`src/common/spi_macros.svh`:
```
`ifndef SPI_MACROS_SVH
`define SPI_MACROS_SVH

// width of one byte on the serial lines
`define SPI_DATA_W 8

// number of entries in the transmit and the receive queue
`define SPI_FIFO_DEPTH 4

// APB address width with the registers on word offsets
`define SPI_APB_AW 5

// conf after reset holds half_div 3 in bits 15:8 and mode 0 in bits 1:0
`define SPI_CONF_RESET 16'h0300

`endif

```
`src/common/spi_pkg.sv`:
```
`include "spi_macros.svh"

package spi_pkg;

  // register offsets as seen on paddr
  typedef enum logic [`SPI_APB_AW-1:0] {
    REG_CONF   = 'h00,
    REG_STATUS = 'h04,
    REG_TXDATA = 'h08,
    REG_RXDATA = 'h0C
  } spi_reg_addr_t;

  // clock mode with cpol in the upper bit
  typedef struct packed {
    logic cpol; // level of sclk between transfers
    logic cpha; // set means data is sampled on the trailing edge
  } spi_mode_t;

  // conf register, 16 bits
  //   15:8  half_div, sclk half-period in clk cycles minus one
  //   7:2   reserved, stored and read back as written
  //   1:0   mode
  typedef struct packed {
    logic [7:0] half_div;
    logic [5:0] rsvd;
    spi_mode_t  mode;
  } spi_conf_t;

  // one transmit queue entry, last sits right above the data byte
  typedef struct packed {
    logic                   last; // release chip select after this byte
    logic [`SPI_DATA_W-1:0] data;
  } spi_tx_entry_t;

endpackage

```
`src/design/apb_spi_regs.sv`:
```
`timescale 1ns/1ns
`include "spi_macros.svh"

module apb_spi_regs (
  input  logic                                  clk,
  input  logic                                  rst_n,
  input  logic                                  psel,
  input  logic                                  penable,
  input  logic                                  pwrite,
  input  logic [`SPI_APB_AW-1:0]                paddr,
  input  logic [31:0]                           pwdata,
  output logic [31:0]                           prdata,
  output logic                                  pready,
  output logic                                  pslverr,
  output logic [15:0]                           conf,
  input  logic                                  busy,
  output logic                                  tx_push,
  output spi_pkg::spi_tx_entry_t                tx_wdata,
  input  logic                                  tx_full,
  output logic                                  rx_pop,
  input  logic [`SPI_DATA_W-1:0]                rx_rdata,
  input  logic                                  rx_empty,
  input  logic [$clog2(`SPI_FIFO_DEPTH+1)-1:0]  rx_count
);
  import spi_pkg::*;

  localparam int RXCW = $clog2(`SPI_FIFO_DEPTH + 1);

  logic access;
  logic wr_access;
  logic rd_access;
  logic sel_conf;
  logic sel_txdata;
  logic sel_rxdata;

  assign pready = 1'b1; // every access completes in its first access cycle

  assign access    = psel && penable;
  assign wr_access = access && pwrite;
  assign rd_access = access && !pwrite;

  assign sel_conf   = (paddr == REG_CONF);
  assign sel_txdata = (paddr == REG_TXDATA);
  assign sel_rxdata = (paddr == REG_RXDATA);

  // queue strobes fire in the access cycle itself
  assign tx_push  = wr_access && sel_txdata && !tx_full;
  assign tx_wdata = '{last: pwdata[`SPI_DATA_W], data: pwdata[`SPI_DATA_W-1:0]};
  assign rx_pop   = rd_access && sel_rxdata && !rx_empty;

  assign pslverr = (wr_access && sel_txdata && tx_full) ||
                   (rd_access && sel_rxdata && rx_empty) ||
                   (wr_access && sel_conf && busy);   // conf is frozen during traffic

  always_ff @(posedge clk or negedge rst_n) begin
    if (!rst_n) begin
      conf <= `SPI_CONF_RESET;
    end else if (wr_access && sel_conf && !busy) begin
      conf <= pwdata[15:0];
    end
  end

  always_comb begin
    prdata = '0;
    if (psel && !pwrite) begin
      case (paddr)
        REG_CONF: begin
          prdata[15:0] = conf;
        end
        REG_STATUS: begin
          prdata[0]         = busy;
          prdata[1]         = tx_full;
          prdata[2]         = rx_empty;
          prdata[4 +: RXCW] = rx_count;
        end
        REG_RXDATA: begin
          if (!rx_empty) begin
            prdata[`SPI_DATA_W-1:0] = rx_rdata; // empty queue reads as zero
          end
        end
        default: prdata = '0;
      endcase
    end
  end

endmodule

```
`src/design/spi_fifo.sv`:
```
`timescale 1ns/1ns
`include "spi_macros.svh"

module spi_fifo #(
  parameter type payload_t = logic [`SPI_DATA_W-1:0],
  parameter int  depth     = `SPI_FIFO_DEPTH
) (
  input  logic                         clk,
  input  logic                         rst_n,
  input  logic                         push,
  input  payload_t                     wdata,
  output logic                         full,
  input  logic                         pop,
  output payload_t                     rdata,
  output logic                         empty,
  output logic [$clog2(depth+1)-1:0]   count
);

  localparam int PW = (depth > 1) ? $clog2(depth) : 1;
  localparam int CW = $clog2(depth + 1);

  payload_t      mem [depth];
  logic [PW-1:0] wr_ptr;
  logic [PW-1:0] rd_ptr;
  logic          do_push;
  logic          do_pop;

  function automatic logic [PW-1:0] next_ptr(input logic [PW-1:0] ptr);
    return (ptr == PW'(depth - 1)) ? '0 : ptr + 1'b1;
  endfunction

  assign do_push = push && !full; // overflow and underflow are dropped here
  assign do_pop  = pop && !empty;

  assign full  = (count == CW'(depth));
  assign empty = (count == '0);
  assign rdata = mem[rd_ptr]; // head is visible without a pop

  always_ff @(posedge clk) begin
    if (do_push) begin
      mem[wr_ptr] <= wdata;
    end
  end

  always_ff @(posedge clk or negedge rst_n) begin
    if (!rst_n) begin
      wr_ptr <= '0;
      rd_ptr <= '0;
      count  <= '0;
    end else begin
      if (do_push) begin
        wr_ptr <= next_ptr(wr_ptr);
      end
      if (do_pop) begin
        rd_ptr <= next_ptr(rd_ptr);
      end
      case ({do_push, do_pop})
        2'b10:   count <= count + 1'b1;
        2'b01:   count <= count - 1'b1;
        default: count <= count;
      endcase
    end
  end

endmodule

```
`src/design/spi_master_top.sv`:
```
`timescale 1ns/1ns
`include "spi_macros.svh"

module spi_master_top (
  input  logic                   clk,
  input  logic                   rst_n,
  input  logic                   psel,
  input  logic                   penable,
  input  logic                   pwrite,
  input  logic [`SPI_APB_AW-1:0] paddr,
  input  logic [31:0]            pwdata,
  output logic [31:0]            prdata,
  output logic                   pready,
  output logic                   pslverr,
  input  logic                   miso,
  output logic                   mosi,
  output logic                   sclk,
  output logic                   cs_n
);
  import spi_pkg::*;

  localparam int RXCW = $clog2(`SPI_FIFO_DEPTH + 1);

  logic [15:0]            conf;
  logic                   busy;
  logic                   tx_push;
  logic                   tx_pop;
  logic                   tx_full;
  logic                   tx_empty;
  spi_tx_entry_t          tx_wdata;
  spi_tx_entry_t          tx_entry;
  logic                   rx_push;
  logic                   rx_pop;
  logic                   rx_full;
  logic                   rx_empty;
  logic [`SPI_DATA_W-1:0] rx_byte;
  logic [`SPI_DATA_W-1:0] rx_rdata;
  logic [RXCW-1:0]        rx_count;
  logic                   start;
  logic                   done;

  apb_spi_regs u_regs (
    .clk(clk), .rst_n(rst_n),
    .psel(psel), .penable(penable), .pwrite(pwrite), .paddr(paddr),
    .pwdata(pwdata), .prdata(prdata), .pready(pready), .pslverr(pslverr),
    .conf(conf), .busy(busy),
    .tx_push(tx_push), .tx_wdata(tx_wdata), .tx_full(tx_full),
    .rx_pop(rx_pop), .rx_rdata(rx_rdata), .rx_empty(rx_empty), .rx_count(rx_count)
  );

  spi_fifo #(.payload_t(spi_tx_entry_t), .depth(`SPI_FIFO_DEPTH)) u_tx_fifo (
    .clk(clk), .rst_n(rst_n),
    .push(tx_push), .wdata(tx_wdata), .full(tx_full),
    .pop(tx_pop), .rdata(tx_entry), .empty(tx_empty), .count()
  );

  spi_fifo #(.payload_t(logic [`SPI_DATA_W-1:0]), .depth(`SPI_FIFO_DEPTH)) u_rx_fifo (
    .clk(clk), .rst_n(rst_n),
    .push(rx_push), .wdata(rx_byte), .full(rx_full),
    .pop(rx_pop), .rdata(rx_rdata), .empty(rx_empty), .count(rx_count)
  );

  spi_ctrl u_ctrl (
    .clk(clk), .rst_n(rst_n),
    .tx_empty(tx_empty), .tx_entry(tx_entry), .tx_pop(tx_pop),
    .rx_full(rx_full), .rx_push(rx_push),
    .done(done), .start(start), .cs_n(cs_n), .busy(busy),
    .half_div(conf[15:8])
  );

  spi_xcvr u_xcvr (
    .clk(clk), .rst_n(rst_n), .conf(conf),
    .start(start), .tx(tx_entry.data), .rx(rx_byte), .done(done),
    .miso(miso), .mosi(mosi), .sclk(sclk)
  );

endmodule

```
`src/spi/spi_ctrl.sv`:
```
`timescale 1ns/1ns

module spi_ctrl (
  input  logic                   clk,
  input  logic                   rst_n,
  input  logic                   tx_empty,
  input  spi_pkg::spi_tx_entry_t tx_entry,
  output logic                   tx_pop,
  input  logic                   rx_full,
  output logic                   rx_push,
  input  logic                   done,
  output logic                   start,
  output logic                   cs_n,
  output logic                   busy,
  input  logic [7:0]             half_div
);

  typedef enum logic [1:0] {
    ST_IDLE,
    ST_SELECT,
    ST_RUN,
    ST_DESELECT
  } state_t;

  state_t     state;
  logic       last_q;
  logic [7:0] gap_cnt;

  assign busy    = (state != ST_IDLE);
  assign start   = (state == ST_SELECT) && done && !rx_full;
  assign tx_pop  = start;                    // the head entry leaves as its byte starts
  assign rx_push = (state == ST_RUN) && done;

  // cs_n falls one cycle before start, the transceiver adds a half-period before the
  // first edge, and gap_cnt holds cs_n low for a half-period after the last edge
  always_ff @(posedge clk or negedge rst_n) begin
    if (!rst_n) begin
      state   <= ST_IDLE;
      cs_n    <= 1'b1;
      last_q  <= 1'b0;
      gap_cnt <= '0;
    end else begin
      case (state)
        ST_IDLE: begin
          gap_cnt <= '0;
          if (!tx_empty && !rx_full) begin
            cs_n  <= 1'b0;
            state <= ST_SELECT;
          end
        end
        ST_SELECT: begin
          if (rx_full) begin
            state <= ST_DESELECT; // no room for the reply so the slave is let go
          end else if (done) begin
            last_q <= tx_entry.last;
            state  <= ST_RUN;
          end
        end
        ST_RUN: begin
          if (done) begin
            state <= (last_q || tx_empty) ? ST_DESELECT : ST_SELECT;
          end
        end
        ST_DESELECT: begin
          if (gap_cnt == half_div) begin
            gap_cnt <= '0;
            cs_n    <= 1'b1;
            state   <= ST_IDLE;
          end else begin
            gap_cnt <= gap_cnt + 8'd1;
          end
        end
        default: state <= ST_IDLE;
      endcase
    end
  end

endmodule

```
`src/spi/spi_xcvr.sv`:
```
`timescale 1ns/1ns
`include "spi_macros.svh"

module spi_xcvr (
  input  logic                   clk,
  input  logic                   rst_n,
  input  logic [15:0]            conf,
  input  logic                   start,
  input  logic [`SPI_DATA_W-1:0] tx,
  output logic [`SPI_DATA_W-1:0] rx,
  output logic                   done,
  input  logic                   miso,
  output logic                   mosi,
  output logic                   sclk
);
  import spi_pkg::*;

  localparam int BW = $clog2(`SPI_DATA_W);
  localparam spi_conf_t CONF_RST = `SPI_CONF_RESET;

  typedef enum logic [1:0] {
    ST_IDLE,
    ST_LEAD,
    ST_TRAIL
  } state_t;

  state_t               state;
  state_t               state_next;
  logic [`SPI_DATA_W:0] buffer;
  logic [`SPI_DATA_W:0] buffer_next;
  logic                 sclk_next;
  logic [BW-1:0]        bits;
  logic [BW-1:0]        bits_next;
  logic [7:0]           div_cnt;
  logic                 tick;
  spi_conf_t            cfg;

  assign cfg  = spi_conf_t'(conf);
  assign done = (state == ST_IDLE);
  assign mosi = buffer[`SPI_DATA_W];

  // with cpha set the byte is loaded one place lower, so it ends up in the low bits
  assign rx = cfg.mode.cpha ? buffer[`SPI_DATA_W-1:0] : buffer[`SPI_DATA_W:1];

  // one tick per sclk half-period, the count only runs during a transfer
  assign tick = (state != ST_IDLE) && (div_cnt == cfg.half_div);

  always_ff @(posedge clk or negedge rst_n) begin
    if (!rst_n) begin
      div_cnt <= '0;
    end else if (state == ST_IDLE || tick) begin
      div_cnt <= '0;
    end else begin
      div_cnt <= div_cnt + 8'd1;
    end
  end

  always_ff @(posedge clk or negedge rst_n) begin
    if (!rst_n) begin
      state  <= ST_IDLE;
      buffer <= '0;
      sclk   <= CONF_RST.mode.cpol;
      bits   <= '0;
    end else begin
      state  <= state_next;
      buffer <= buffer_next;
      sclk   <= sclk_next;
      bits   <= bits_next;
    end
  end

  always_comb begin
    state_next  = state;
    buffer_next = buffer;
    sclk_next   = sclk;
    bits_next   = bits;
    case (state)
      ST_IDLE: begin
        sclk_next = cfg.mode.cpol;
        if (start) begin
          // for cpha 1 the first bit goes out on the leading edge
          buffer_next = cfg.mode.cpha ? {1'b0, tx} : {tx, 1'b0};
          bits_next   = BW'(`SPI_DATA_W - 1);
          state_next  = ST_LEAD;
        end
      end
      ST_LEAD: begin
        if (tick) begin
          if (cfg.mode.cpha) begin
            buffer_next = {buffer[`SPI_DATA_W-1:0], 1'b0};
          end else begin
            buffer_next[0] = miso;
          end
          sclk_next  = ~sclk;
          state_next = ST_TRAIL;
        end
      end
      ST_TRAIL: begin
        if (tick) begin
          if (cfg.mode.cpha) begin
            buffer_next[0] = miso;
          end else begin
            buffer_next = {buffer[`SPI_DATA_W-1:0], 1'b0};
          end
          sclk_next = ~sclk;
          bits_next = bits - 1'b1;
          state_next = (bits == '0) ? ST_IDLE : ST_LEAD; // eighth trailing edge ends it
        end
      end
      default: state_next = ST_IDLE;
    endcase
  end

endmodule

```
`config.mk`:
```
export PLATFORM = sky130hd
export DESIGN_NAME = spi_master_top
export DESIGN_NICKNAME = d
export VERILOG_FILES = /design/src/common/spi_pkg.sv /design/src/design/apb_spi_regs.sv /design/src/design/spi_fifo.sv /design/src/design/spi_master_top.sv /design/src/spi/spi_ctrl.sv /design/src/spi/spi_xcvr.sv
export VERILOG_INCLUDE_DIRS = /design/src /design/src/common
export SDC_FILE = /design/constraint.sdc
export NUM_CORES = 1
export LEC_CHECK = 0
export BUFFER_PORTS_ARGS = -buffer_cell sky130_fd_sc_hd__buf_2
export CORE_MARGIN = 4
export CORE_UTILIZATION = 39
export CTS_CLUSTER_SIZE = 28
export DETAILED_ROUTE_END_ITERATION = 6
export GPL_TIMING_DRIVEN = 0
export PLACE_DENSITY = 0.69
export SLEW_MARGIN = 40
export SYNTH_ARGS = -nofsm -noshare
export SYNTH_HDL_FRONTEND = slang
export SYNTH_SLANG_ARGS = --single-unit
```
`constraint.sdc`:
```
create_clock -name clk -period 2.3 [get_ports clk]
set_input_delay 0 -clock clk [delete_from_list [all_inputs] [get_ports clk]]
set_output_delay 0 -clock clk [all_outputs]
set_load 0.02 [all_outputs]
```
# Word level (Yosys, flattened, before mapping)
# Memory sizes are Yosys's and may differ from the RTL's.
# Index checks and enable logic that the tools add are counted.
# W data, S select, Z words.
dict set report classes {
  add_sub_neg 11
  n_eq_ne 29
  n_mux 49
  bitwise_logic 2
  reduce_logical 55
}
# operator count
set op_table {}
lappend op_table {{$mux W8} 6}
lappend op_table {{$mux W9} 4}
lappend op_table {{$pmux W9 S3} 1}
lappend op_table {{$mux W2} 13}
lappend op_table {{$logic_and A1 B1 Y1} 22}
lappend op_table {{$eq A2 B2 Y1 const B} 9}
lappend op_table {{$pmux W3 S2} 3}
lappend op_table {{$pmux W3 S3} 2}
lappend op_table {{$add A8 B1 Y8 const B} 2}
lappend op_table {{$eq A8 B8 Y1} 2}
lappend op_table {{$mux W16} 1}
lappend op_table {{$pmux W8 S2} 1}
lappend op_table {{$reduce_bool A2 Y1} 7}
lappend op_table {{$ne A2 B1 Y1 const B} 6}
lappend op_table {{$reduce_and A3 Y1} 4}
lappend op_table {{$eq A5 B4 Y1 const B} 2}
lappend op_table {{$mux W1} 10}
lappend op_table {{$logic_not A3 Y1} 3}
lappend op_table {{$sub A3 B1 Y3 const B} 3}
lappend op_table {{$add A2 B1 Y2 const B} 4}
lappend op_table {{$eq A2 B1 Y1 const B} 4}
lappend op_table {{$pmux W1 S2} 4}
lappend op_table {{$pmux W2 S4} 1}
lappend op_table {{$reduce_and A4 Y1} 2}
lappend op_table {{other kinds (16)} 30}
dict set report word_totals {
  regBits 65
  ramBits 68
  inputBits 43
  out_inout_bits 37
  elab_cells 165
  mem_count 2
}
# memory words word_bits read_ports rd_clocked_by_memory_dff write_ports line
set mem_list {}
lappend mem_list {u_tx_fifo.mem 4 9 1 0 1 spi_fifo.sv:22} ;# payload_t mem [depth];
lappend mem_list {u_rx_fifo.mem 4 8 1 0 1 spi_fifo.sv:22}

# Depth between registers and ports, before layout
# Gate-level depths: netlist (run 1).
dict set report logic_depth {
  ltp_word 7
  mapped_depth 12
  depth_no_buf 11
}

# By module
# From an unflattened synthesis (run 1), not the netlist that was laid out.
dict set report unflattened {
  cells_unflattened 537
  area_unflattened_um2 7004.2
}
# module instances cells_each area_per_inst_um2
set by_module_without_submodules {}
lappend by_module_without_submodules {{spi_fifo at u_tx_fifo} 1 87 1779.2}
lappend by_module_without_submodules {{spi_fifo at u_rx_fifo} 1 82 1636.6}
lappend by_module_without_submodules {spi_xcvr 1 163 1595.3}
lappend by_module_without_submodules {apb_spi_regs 1 121 1208.7}
lappend by_module_without_submodules {spi_ctrl 1 84 784.5}

# Worst setup path after synthesis (run 1)
# Ideal clock, no wire load.
dict set report synth_path {
  path_type {reg-to-reg}
  from {register u_xcvr.state[0]}
  to {register u_tx_fifo.count[2]}
  setup_ns 0.079
  t_arrival_ns 2.225
  setup_slack_ns -0.004
  stages_incl_launch_ff 12
  cell_sequence {dfrtp_1 > inv_1 > ha_1 > clkbuf_1 > nand3_1 > nor2_1 > ha_1 > inv_1 > fa_1 > xor2_1 > nor2_1 > xor2_1}
}
dict set report synth_via {
  elab_chain_cells 6
  elab_cells_between_ends 8
}
# element line
set synth_lines {}
lappend synth_lines {{from (decl)} spi_xcvr.sv:27} ;# state_t state;
lappend synth_lines {{from (signal assigned)} spi_xcvr.sv:65} ;# state <= state_next;
lappend synth_lines {{$logic_not A2 Y1 (*)} spi_xcvr.sv:39} ;# assign done = (state == ST_IDLE);
lappend synth_lines {{$logic_and A1 B1 Y1 (*) (2 in a row)} spi_ctrl.sv:30} ;# assign start = (state == ST_SELECT) && done && !rx_full;
lappend synth_lines {{$logic_and A1 B1 Y1 (*)} spi_fifo.sv:33} ;# assign do_pop = pop && !empty;
lappend synth_lines {{net u_tx_fifo.do_pop} spi_fifo.sv:26} ;# logic do_pop;
lappend synth_lines {{$eq A2 B1 Y1 / $eq A2 B2 Y1 (equally long branches)} spi_fifo.sv:57} ;# case ({do_push, do_pop})
lappend synth_lines {{$pmux W3 S2 / $reduce_bool A2 Y1 (equally long branches)} --}
lappend synth_lines {{to (signal assigned)} spi_fifo.sv:58} ;# 2'b10: count <= count + 1'b1;
lappend synth_lines {{to (signal assigned)} spi_fifo.sv:59} ;# 2'b01: count <= count - 1'b1;
lappend synth_lines {{to (signal assigned)} spi_fifo.sv:60} ;# default: count <= count;
lappend synth_lines {{to (decl)} spi_fifo.sv:16} ;# output logic [$clog2(depth+1)-1:0] count
# The timed path passes the listed nets; every way through them passes the cells marked *.
# A chain may end at the register's enable or synchronous reset.

# Worst setup path after layout (run 1)
dict set report layout_path {
  from {register u_rx_fifo.count[0]}
  to {register u_rx_fifo.count[2]}
}
dict set report layout_via {
  elab_chain_cells 6
  elab_cells_between_ends 13
}
# element line
set layout_lines {}
lappend layout_lines {{from (decl)} spi_fifo.sv:16}
lappend layout_lines {{from (signal assigned)} spi_fifo.sv:58}
lappend layout_lines {{from (signal assigned)} spi_fifo.sv:59}
lappend layout_lines {{from (signal assigned)} spi_fifo.sv:60}
lappend layout_lines {{$logic_not A3 Y1} spi_fifo.sv:36} ;# assign empty = (count == '0);
lappend layout_lines {{$logic_not A1 Y1} {apb_spi_regs.sv:49, spi_fifo.sv:33}}
lappend layout_lines {{$logic_and A1 B1 Y1} apb_spi_regs.sv:49} ;# assign rx_pop = rd_access && sel_rxdata && !rx_empty;
lappend layout_lines {{$logic_and A1 B1 Y1} spi_fifo.sv:33}
lappend layout_lines {{$eq A2 B1 Y1 / $eq A2 B2 Y1 (equally long branches)} spi_fifo.sv:57}
lappend layout_lines {{$pmux W3 S2 / $reduce_bool A2 Y1 (equally long branches)} --}
# Several ways; a longest one is shown, not always the timed one.

==> results.sh, run 1 <==
export IMPL_synth_ff_type="edfxtp_1"
export IMPL_grt_max_degree=36
export IMPL_synthArstFlopShare_pct=48.9
export IMPL_p_leak_uw=0.00352
export IMPL_cts_root_buffer="clkbuf_16"
export IMPL_dr_pass1_iters=5
export IMPL_postPlaceCellArea_mm2=0.00736
export IMPL_critical_path_arrival_ps=2620
export IMPL_die_h_um=140
export IMPL_cp_data_required_time_ps=2630
export IMPL_synth_cell_type_count=61
export IMPL_viasPerCell=5.24
export IMPL_final_area_mm2=0.00836
export IMPL_fmax_ghz=0.436
export IMPL_worst_setup_path_end_kind="flop"
export IMPL_synth_avg_cell_area_um2=12.2
export IMPL_place_ws_ps=-304
export IMPL_path_clk_slew_ps=60
export IMPL_wl_mm=15.7
export IMPL_slew_headroom_pct=56.8
export IMPL_min_path_type="input port to flop"
export IMPL_grt_pass1_vias=4751
export IMPL_clk_latency_ps=420
export IMPL_grt_setup_unrepaired="true"
export IMPL_io_buffers=46
export IMPL_fin_crit_ps=2300
export IMPL_cts_tree="yes"
export IMPL_clock_sinks=133
export IMPL_area_delta_synth_final_pct=23.3
export IMPL_mostFrequentLayoutCell="edfxtp_1"
export IMPL_hold_viol_final=0
export IMPL_path_max_fanout=8
export IMPL_gp_congestion=0.857
export IMPL_syn_inst=554
export IMPL_setup_slack_ps=4.59
export IMPL_grt_usage_pct=16.4
export IMPL_start_kind="flop"
export IMPL_status="completed"
export IMPL_period_share_pct=99.8
export IMPL_cts_buffer_depth=2
export IMPL_start_util_pct=40.3
export IMPL_synth_warnings=0
export IMPL_final_nets=732
export IMPL_ys_seq_area_share_pct=54.2
export IMPL_p_total_uw=9520
export IMPL_drive_gt1_share_pct=27.3
export IMPL_layout_common_cells="edfxtp_1, dfrtp_1, buf_2"
export IMPL_antennaDiodeCount=0
export IMPL_design_core_area_mm2=0.0168
export IMPL_cts_buffers=17
export IMPL_grt_pass1_wl_mm=25.1
export IMPL_power_density_mw_per_mm2=1140
export IMPL_setup_viol=0
export IMPL_postRouteAntennaNets=0
export IMPL_ys_ff_latch=133
export IMPL_htreeDepth=4
export IMPL_wl_per_cell_um=17.5
export IMPL_overflow=0
export IMPL_synth_edff_count=68
export IMPL_synth_area_mm2=0.00678
export IMPL_final_setup_skew_ps=7.13
export IMPL_hpwlAfterDp_mm=11.3
export IMPL_vias=4685
export IMPL_drt_iter0_drc=284
export IMPL_stdcell_count=894
export IMPL_ir_drop_mv=0.652
export IMPL_drv_slew=0
export IMPL_worstMarginPinSlew_ps=643
export IMPL_nFillCells=1460
export IMPL_ios=80
export IMPL_rows=47
export IMPL_dp_cells=836
export IMPL_multiInputGateArea_mm2=0.00291
export IMPL_worst_setup_path_type="flop to flop"
export IMPL_seq_area_mm2=0.00368
export IMPL_die_width_um=140
export IMPL_dieArea_mm2=0.0195
export IMPL_final_core_util_pct=49.7
export IMPL_drc=0
export IMPL_cap_viol_max_count=0
export IMPL_antenna_found_initial=0
## registers in the layout (all words and copies together), names as in the netlist, 3 cells and up
| signal | flops |
|---|---|
| u_ctrl.gap_cnt | 8 |
| u_regs.conf | 16 |
| u_rx_fifo.count | 3 |
| u_rx_fifo.mem | 32 |
| u_tx_fifo.count | 3 |
| u_tx_fifo.mem | 36 |
| u_xcvr.bits | 3 |
| u_xcvr.buffer | 9 |
| u_xcvr.div_cnt | 8 |
## metrics by stage
stage / setup TNS, ps / hold slack [ps]
floorplan: 0 / -296
global placement: -463 / 233
detailed placement: -953 / -34.7
CTS: -1.86 / 7.23
global route: -104 / 23.8
finish: 0 / 21.0
## routing by layer
layer  track usage [%]  vias to the layer above  routed length [um]
met1              20.7                     2321                6720
met2              26.8                      140                7630
met5                 0                        -                   0
met4              6.63                        0                 410
met3              4.39                       28                 908
li1                  -                     2196                   -
## layout make-up
class / instances / share of cell area [%]
Sequential cell: 133 / 44.0
Multi-Input combinational cell: 368 / 34.8
Timing Repair Buffer: 75 / 6.08
Clock buffer: 23 / 5.72
Tap cell: 220 / 3.29
Buffer: 35 / 2.91
Clock inverter: 9 / 1.77
Inverter: 31 / 1.39
## logic make-up (layout without fill, tap and decap cells)
group                    after synthesis  after routing  synth area share, %
XOR/XNOR                              34             34                 4.39
multiplexers                          64             64                 11.9
AO/OA/AOI/OAI                         91             91                 8.84
adder cells (fa/ha/maj)               28             28                 5.39
flip-flops                           133            133                 54.2
buffers and inverters                 68            173                 5.04
other                                  2             17                0.111
AND/OR/NAND/NOR                      134            134                 10.1
## cell usage after synthesis, types with 4 or more instances
cell / n / area, um^2
o21ai_0: 22 / 110
mux2_2: 39 / 439
nor2_1: 35 / 131
xor2_1: 19 / 166
and3_1: 7 / 43.8
mux4_2: 9 / 203
inv_1: 31 / 116
ha_1: 26 / 325
clkbuf_1: 12 / 45.0
a22oi_1: 12 / 90.1
or3_1: 4 / 25.0
a221oi_1: 6 / 52.6
buf_4: 18 / 135
nand3_1: 10 / 50.1
and2_1: 17 / 106
nor2b_1: 4 / 25.0
a21oi_1: 18 / 90.1
edfxtp_1: 68 / 2040
nor4_1: 5 / 31.3
nand2_1: 30 / 113
xnor2_1: 15 / 131
mux2i_1: 15 / 150
o22ai_1: 7 / 43.8
dfrtp_1: 62 / 1550
nor3_1: 5 / 25.0
nand2b_1: 5 / 31.3
## what timing repair did
item,in CTS,in global routing
endpoints found under the hold margin,116,0
setup endpoints to repair,6,9
gates resized for setup,14,18
hold buffers,18,0
pin swaps,2,5
buffers inserted,4,6
## worst paths after layout
check                              startpoint                   to  slack (ps)  cells past startpoint
max in group asynchronous               rst_n       u_regs.conf[8]        1650                      3
min                                    pwrite  u_rx_fifo.rd_ptr[0]          20                      3
min reg2reg                    u_regs.conf[3]       u_regs.conf[3]         510                      1
min in group asynchronous               rst_n    u_ctrl.gap_cnt[5]          50                      2
max                        u_rx_fifo.count[0]   u_rx_fifo.count[2]           5                      9
max reg2reg                u_rx_fifo.count[0]   u_rx_fifo.count[2]           5                      9
## power by group
group,leakage (uW),internal [uW],switching [uW],total [uW]
combinational,0.00177,1480,1870,3350
clock,0.000309,1900,988,2880
sequential,0.00144,2960,330,3290
total,0.00352,6340,3190,9520
## worst max-delay path, stage by stage (launching register included)
cell and delay (ps):
dfrtp_2 440, or3b_4 410, and3_4 220, inv_1 70
ha_2 180, inv_1 50, fa_1 370, xor2_1 150
nor2_1 130, xor2_1 190
Power figures use the tool's default switching activity.
==> inputs of run 2 (changes only) <==
--- a/config.mk
+++ b/config.mk
@@ -6,7 +6,9 @@
 export SDC_FILE = /design/constraint.sdc
 export NUM_CORES = 1
 export LEC_CHECK = 0
+export ABC_AREA = 1
 export BUFFER_PORTS_ARGS = -buffer_cell sky130_fd_sc_hd__buf_2
+export CAP_MARGIN = 10
 export CORE_MARGIN = 4
 export CORE_UTILIZATION = 39
 export CTS_CLUSTER_SIZE = 28
==> run 2 against run 1 <==
Effect of this change:
- fmax up 1.9%
- largest cell class unchanged
- critical path depth down 1
- flip-flop and latch count unchanged
- non-clock buffer count down 8
- clock-buffer cell count down 4
- sequential share of layout area down 0.45 points
- hold slack better by 13 ps
==> results.sh, run 2 <==
export IMPL_fin_tns_setup_ps=0
export IMPL_overflow=0
export IMPL_vias=5324
export IMPL_antenna_found_initial=0
export IMPL_ios=80
export IMPL_synth_compound_area_share_pct=6.28
export IMPL_syn_inst=752
export IMPL_cap_viol_max_count=0
export IMPL_place_ws_ps=-362
export IMPL_dr_pass1_iters=5
export IMPL_status="completed"
export IMPL_grt_pass1_vias=4991
export IMPL_drc=0
export IMPL_hpwlAfterDp_mm=11.3
export IMPL_grt_max_degree=35
export IMPL_min_path_type="input port to flop"
export IMPL_drive_gt1_share_pct=18.9
export IMPL_hold_viol_final=0
export IMPL_die_width_um=141
export IMPL_drv_slew=0
export IMPL_max_flop_register="u_tx_fifo.mem"
export IMPL_critical_path_arrival_ps=2250
export IMPL_dieArea_mm2=0.0200
export IMPL_worstMarginPinSlew_ps=805
export IMPL_wl_mm=15.5
export IMPL_postPlaceCellArea_mm2=0.00752
export IMPL_synth_top_area_share_pct=29.5
export IMPL_wl_per_cell_um=14.2
export IMPL_synthArstFlopShare_pct=48.9
export IMPL_antennaDiodeCount=0
export IMPL_final_setup_skew_ps=8.75
export IMPL_path_max_fanout=10
export IMPL_synth_edff_count=68
export IMPL_synth_common_cells="nand2_1, nor2_1, nand3_1"
export IMPL_start_util_pct=39.9
export IMPL_path_clk_slew_ps=50
export IMPL_cts_tree="yes"
export IMPL_mostFrequentLayoutCell="nand2_1"
export IMPL_period_share_pct=97.9
export IMPL_gp_congestion=0.816
export IMPL_largest_register_ffs=36
export IMPL_synthMuxAreaShare_pct=2.33
export IMPL_worst_setup_path_type="flop to output port"
export IMPL_power_density_mw_per_mm2=1030
export IMPL_nFillCells=1599
export IMPL_synth_ff_type="edfxtp_1"
export IMPL_p_total_uw=8690
export IMPL_synthXorXnorAreaFrac_pct=2.28
export IMPL_viasPerCell=4.88
export IMPL_synth_top_family_by_area="simple AND/OR/NAND/NOR gates"
export IMPL_clock_sinks=133
export IMPL_setup_viol=0
export IMPL_synthAdderAreaFrac_pct=5.27
export IMPL_yosys_top_cells_area="edfxtp_1, dfrtp_1, nand2_1"
export IMPL_cp_data_required_time_ps=2300
export IMPL_cts_buffer_depth=2
export IMPL_io_buffers=46
export IMPL_grt_usage_pct=16.1
export IMPL_final_nets=925
export IMPL_setup_slack_ps=47.4
export IMPL_ys_ff_latch=133
export IMPL_postRouteAntennaNets=0
export IMPL_yosysMostFrequentCell="nand2_1"
export IMPL_htreeDepth=4
export IMPL_top_regs="u_tx_fifo.mem x36, u_rx_fifo.mem x32, u_regs.conf x16"
export IMPL_start_kind="flop"
export IMPL_yosys_area_top_type="edfxtp_1"
export IMPL_final_area_mm2=0.00844
export IMPL_fin_crit_ps=2250
export IMPL_synth_warnings=0
export IMPL_worst_setup_path_end_kind="output port"
export IMPL_die_h_um=141
export IMPL_drt_iter0_drc=299
export IMPL_area_delta_synth_final_pct=21.8
export IMPL_cts_buffers=17
export IMPL_grt_pass1_wl_mm=25.3
export IMPL_layout_common_cells="nand2_1, nand3_1, edfxtp_1"
export IMPL_fmax_ghz=0.444
export IMPL_p_leak_uw=0.00371
export IMPL_clk_latency_ps=420
export IMPL_slew_headroom_pct=46.1
export IMPL_ys_seq_area_share_pct=53.0
export IMPL_rows=48
export IMPL_timing_hold_ws_ps=33.6
export IMPL_synth_area_mm2=0.00693
export IMPL_cts_root_buffer="clkbuf_16"
export IMPL_synth_cell_type_count=42
export IMPL_ir_drop_mv=0.739
export IMPL_synth_avg_cell_area_um2=9.21
export IMPL_synthSimpleGateAreaFrac_pct=23.5
export IMPL_design_core_area_mm2=0.0174
==> run 2: cell count changes after synthesis, moves of 10 or more <==
cell     before  now
nand3_1      10   71
o21ai_0      22   51
a22oi_1      12    1
inv_1        31   68
nor2_1       35   73
nand4_1       2   16
xor2_1       19    6
mux2i_1      15    0
mux2_2       39    1
nand2_1      30  179
and2_1       17    7
==> run 2: critical path, stage by stage, from the launching register on <==
cell,delay (ps)
dfrtp_1,380
clkbuf_4,200
clkinvlp_4,160
buf_4,200
nor2_1,50
o21ai_0,280
nand2_1,120
a31oi_1,230
buf_2,220
==> run 2: report_power, final <==
| group | switching, uW | leakage, uW | internal (uW) |
|---|---|---|---|
| combinational | 1780 | 0.00198 | 936 |
| sequential | 254 | 0.00143 | 2920 |
| clock | 1030 | 0.000297 | 1770 |
| total | 3070 | 0.00371 | 5620 |
==> run 2: layout make-up <==
class                           count  area (um^2)  share of cell area [%]
Clock buffer                       19          453                    5.37
Buffer                             34          225                    2.67
Tap cell                          225          282                    3.34
Clock inverter                     13          170                    2.02
Multi-Input combinational cell    526         2890                    34.3
Timing Repair Buffer               68          455                    5.40
Sequential cell                   133         3670                    43.6
Inverter                           74          287                    3.40
==> run 2: per-layer routing <==
layer | vias to the layer above | track usage (%) | wire length (um)
met3 | 23 | 3.13 | 795
met4 | 0 | 6.22 | 370
met1 | 2479 | 20.5 | 6790
met5 | - | 0 | 0
met2 | 143 | 27.2 | 7590
li1 | 2679 | - | -
==> run 2: repair_timing <==
item | CTS | global route
hold buffers | 18 | 0
resized for setup | 16 | 20
setup buffers | 1 | 2
hold endpoints to repair | 118 | 0
setup endpoints to repair | 41 | 8
pin swaps | 0 | 3
==> run 2: cell families after synthesis <==
logic type	after synthesis
and+or+nand+nor	371
DFF	133
buffers and inverters	108
AOI/OAI and AO/OA	81
adders and majority gates	28
xor gates and xnor gates	18
muxes	11
other	2
==> run 2: worst paths after layout <==
| kind | cells after the start | end | from | slack, ps |
|---|---|---|---|---|
| max | 8 | prdata[2] | u_rx_fifo.rd_ptr[0] | 50 |
| min | 4 | u_rx_fifo.rd_ptr[0] | pwrite | 30 |
| max reg2reg | 12 | u_tx_fifo.count[2] | u_rx_fifo.count[1] | 130 |
| min reg2reg | 2 | u_xcvr.bits[2] | u_xcvr.bits[2] | 470 |
| max in group asynchronous | 3 | u_xcvr.sclk | rst_n | 1700 |
| min in group asynchronous | 2 | u_ctrl.gap_cnt[3] | rst_n | 80 |
==> run 2: per-stage QoR <==
| stage | std cells | utilization, % |
|---|---|---|
| floorplan | 767 | - |
| global placement | 1038 | 43.2 |
| detailed placement | 1039 | 43.3 |
| CTS | 1090 | 48.2 |
| global route | 1092 | 48.6 |
| finish | 1092 | 48.6 |
==> inputs of run 3 (changes only) <==
--- a/config.mk
+++ b/config.mk
@@ -18,4 +18,5 @@
 export SLEW_MARGIN = 40
 export SYNTH_ARGS = -nofsm -noshare
 export SYNTH_HDL_FRONTEND = slang
+export SYNTH_HIERARCHICAL = 1
 export SYNTH_SLANG_ARGS = --single-unit
==> run 3 against run 2 <==
Effect of this change:
- cell count is 15% higher
- hold slack better by 23 ps
- die area increased by 9.6%
- clock power down 6%
- critical path depth increased by 8
- global-route usage increased by 0.46 points
- fmax rose by 4.1%
- setup slack gained 89 ps
- combinational power grew 44%
- cell area rose by 8.7%
- non-clock buffer count increased by 24
==> results.sh, run 3 <==
export IMPL_cts_buffer_depth=2
export IMPL_drt_iter0_drc=382
export IMPL_postRouteAntennaNets=0
export IMPL_synth_area_mm2=0.00763
export IMPL_critical_path_arrival_ps=2470
export IMPL_dieArea_mm2=0.0219
export IMPL_yosys_area_top_type="edfxtp_1"
export IMPL_worst_setup_path_type="flop to flop"
export IMPL_cp_data_required_time_ps=2610
export IMPL_drv_slew=0
export IMPL_grt_pass1_vias=5777
export IMPL_mostFrequentLayoutCell="nand2_1"
export IMPL_status="completed"
export IMPL_vias=5972
export IMPL_final_setup_skew_ps=7.45
export IMPL_design_core_area_mm2=0.0190
export IMPL_final_nets=1048
export IMPL_clk_latency_ps=420
export IMPL_yosysMostFrequentCell="nand2_1"
export IMPL_synth_edff_count=68
export IMPL_synth_warnings=6
export IMPL_start_util_pct=40.3
export IMPL_drc=0
export IMPL_area_delta_synth_final_pct=20.1
export IMPL_path_clk_slew_ps=60
export IMPL_worst_setup_path_end_kind="flop"
export IMPL_antennaDiodeCount=0
export IMPL_cts_root_buffer="clkbuf_16"
export IMPL_ios=80
export IMPL_ys_seq_area_share_pct=48.1
export IMPL_cp_common_cell="inv_2"
export IMPL_cts_tree="yes"
export IMPL_p_leak_uw=0.00435
export IMPL_die_width_um=148
export IMPL_io_buffers=46
export IMPL_fin_crit_ps=2160
export IMPL_wl_per_cell_um=14.1
export IMPL_clock_sinks=133
export IMPL_cp_slowest_cell="dfrtp_1"
export IMPL_wl_mm=17.6
export IMPL_cp_cell_sequence="inv_2, ha_4, inv_1, nor2_2, nand2_2, inv_2, buf_4, nand2_4, inv_2, ha_2, inv_2, fa_2, nand2_2, nand3_1, nand2_1, nand2_1"
export IMPL_drive_gt1_share_pct=20.4
export IMPL_overflow=0
export IMPL_grt_usage_pct=16.6
export IMPL_syn_inst=873
export IMPL_cap_viol_max_count=0
export IMPL_cts_buffers=17
export IMPL_layout_common_cells="nand2_1, inv_1, edfxtp_1"
export IMPL_worstMarginPinSlew_ps=843
export IMPL_setup_slack_ps=136
export IMPL_slowest_delay_ps=390
export IMPL_dp_cells=1195
export IMPL_ir_drop_mv=0.599
export IMPL_hold_viol_final=0
export IMPL_gp_congestion=0.865
export IMPL_ys_ff_latch=133
export IMPL_dr_pass1_iters=5
export IMPL_timing_hold_ws_ps=56.7
export IMPL_viasPerCell=4.77
export IMPL_die_h_um=148
export IMPL_grt_max_degree=52
export IMPL_start_kind="flop"
export IMPL_largest_register_ffs=36
export IMPL_synth_ff_type="edfxtp_1"
export IMPL_antenna_found_initial=0
export IMPL_rows=50
export IMPL_final_core_util_pct=48.4
export IMPL_p_total_uw=9850
export IMPL_place_ws_ps=-212
export IMPL_slew_headroom_pct=43.6
export IMPL_setup_viol=0
export IMPL_period_share_pct=94.1
export IMPL_synthArstFlopShare_pct=48.9
export IMPL_synth_top_area_share_pct=26.7
export IMPL_max_flop_register="u_tx_fifo/mem"
export IMPL_path_max_fanout=5
export IMPL_min_path_type="input port to flop"
export IMPL_yosys_top_cells_area="edfxtp_1, dfrtp_1, nand2_1"
export IMPL_top_regs="u_tx_fifo/mem x36, u_rx_fifo/mem x32, u_regs/conf x16"
export IMPL_htreeDepth=4
export IMPL_synth_cell_type_count=45
export IMPL_synth_common_cells="nand2_1, inv_1, edfxtp_1"
export IMPL_synth_avg_cell_area_um2=8.74
export IMPL_power_density_mw_per_mm2=1070
export IMPL_grt_pass1_wl_mm=28.6
export IMPL_stdcell_count=1251
export IMPL_hpwlAfterDp_mm=12.4
export IMPL_fmax_ghz=0.462
[run 3: cell types whose count changed after synthesis, sizes merged, moves of 11 or more]
cell / change
buf: +21
inv: +61
mux2: -11
nand2: +86
nand3: -31
nand4: +13
nor2: -24
o211ai: +42
o21ai: -37
[run 3: cell families (layout without fill, tap and decap cells)]
logic type               after synthesis  count (layout)  synth area share [%]
AO/OA/AOI/OAI                        102             102                  9.39
XOR/XNOR                              17              17                  1.95
adder cells (fa/ha/maj)               27              27                  4.62
buffers and inverters                188             291                  12.1
flip-flops                           133             133                  48.1
other                                  2              17                0.0984
AND/OR/NAND/NOR                      404             404                  23.7
[run 3: what timing repair did]
action	in CTS	in global routing
resized for setup	10	14
hold endpoints to repair	118	0
pin swaps	0	3
setup endpoints to repair	12	4
hold buffers	19	0
setup buffers	2	4
[run 3: final timing paths]
check	start	endpoint	depth (start not counted)	slack, ps
max reg2reg	u_ctrl/state[1]	u_tx_fifo/count[2]	16	140
min in group asynchronous	rst_n	u_xcvr/div_cnt[3]	3	110
max in group asynchronous	rst_n	u_xcvr/buffer[4]	3	1140
min	pwrite	u_rx_fifo/rd_ptr[0]	6	60
min reg2reg	u_ctrl/last_q	u_ctrl/last_q	2	480
max	u_ctrl/state[1]	u_tx_fifo/count[2]	16	140
[run 3: critical path: cells and delay by family (launching register included)]
family / cells / cell delay (ps)
DFF: 1 / 390
buffers and inverters: 6 / 460
adders and majority gates: 3 / 670
and+or+nand+nor: 7 / 530
[run 3: layer usage]
metal | routed length [um] | share of wire (%) | global-route usage, % | up-vias
li1 | - | - | - | 3010
met1 | 7840 | 45 | 21.3 | 2775
met2 | 8440 | 48 | 27.6 | 165
met3 | 977 | 5.6 | 4.05 | 22
met4 | 320 | 1.8 | 5.68 | 0
met5 | 0 | 0 | 0 | -
[run 3: metrics by stage]
stage | cell area, um^2 | TNS (ps)
after floorplan | 7690 | 0
after global placement | 8250 | -6630
after detailed placement | 8290 | -2100
after CTS | 9090 | 0
after global routing | 9170 | -16.9
final | 9170 | 0
[run 3: area by class of cell]
type / count / area [um^2]
clock inverter: 13 / 141
tap: 260 / 325
clock buffer: 19 / 433
multi-input combinational: 567 / 3170
timing repair buffer: 72 / 499
sequential: 133 / 3670
fill: 1781 / 9780
inverter: 133 / 503
buffer: 54 / 423
[run 3: power by group]
part           internal (uW)  leakage, uW  switching [uW]
logic                   1470      0.00261            2450
registers               2970      0.00146             339
clock network           1680     0.000279             950
total                   6110      0.00435            3740
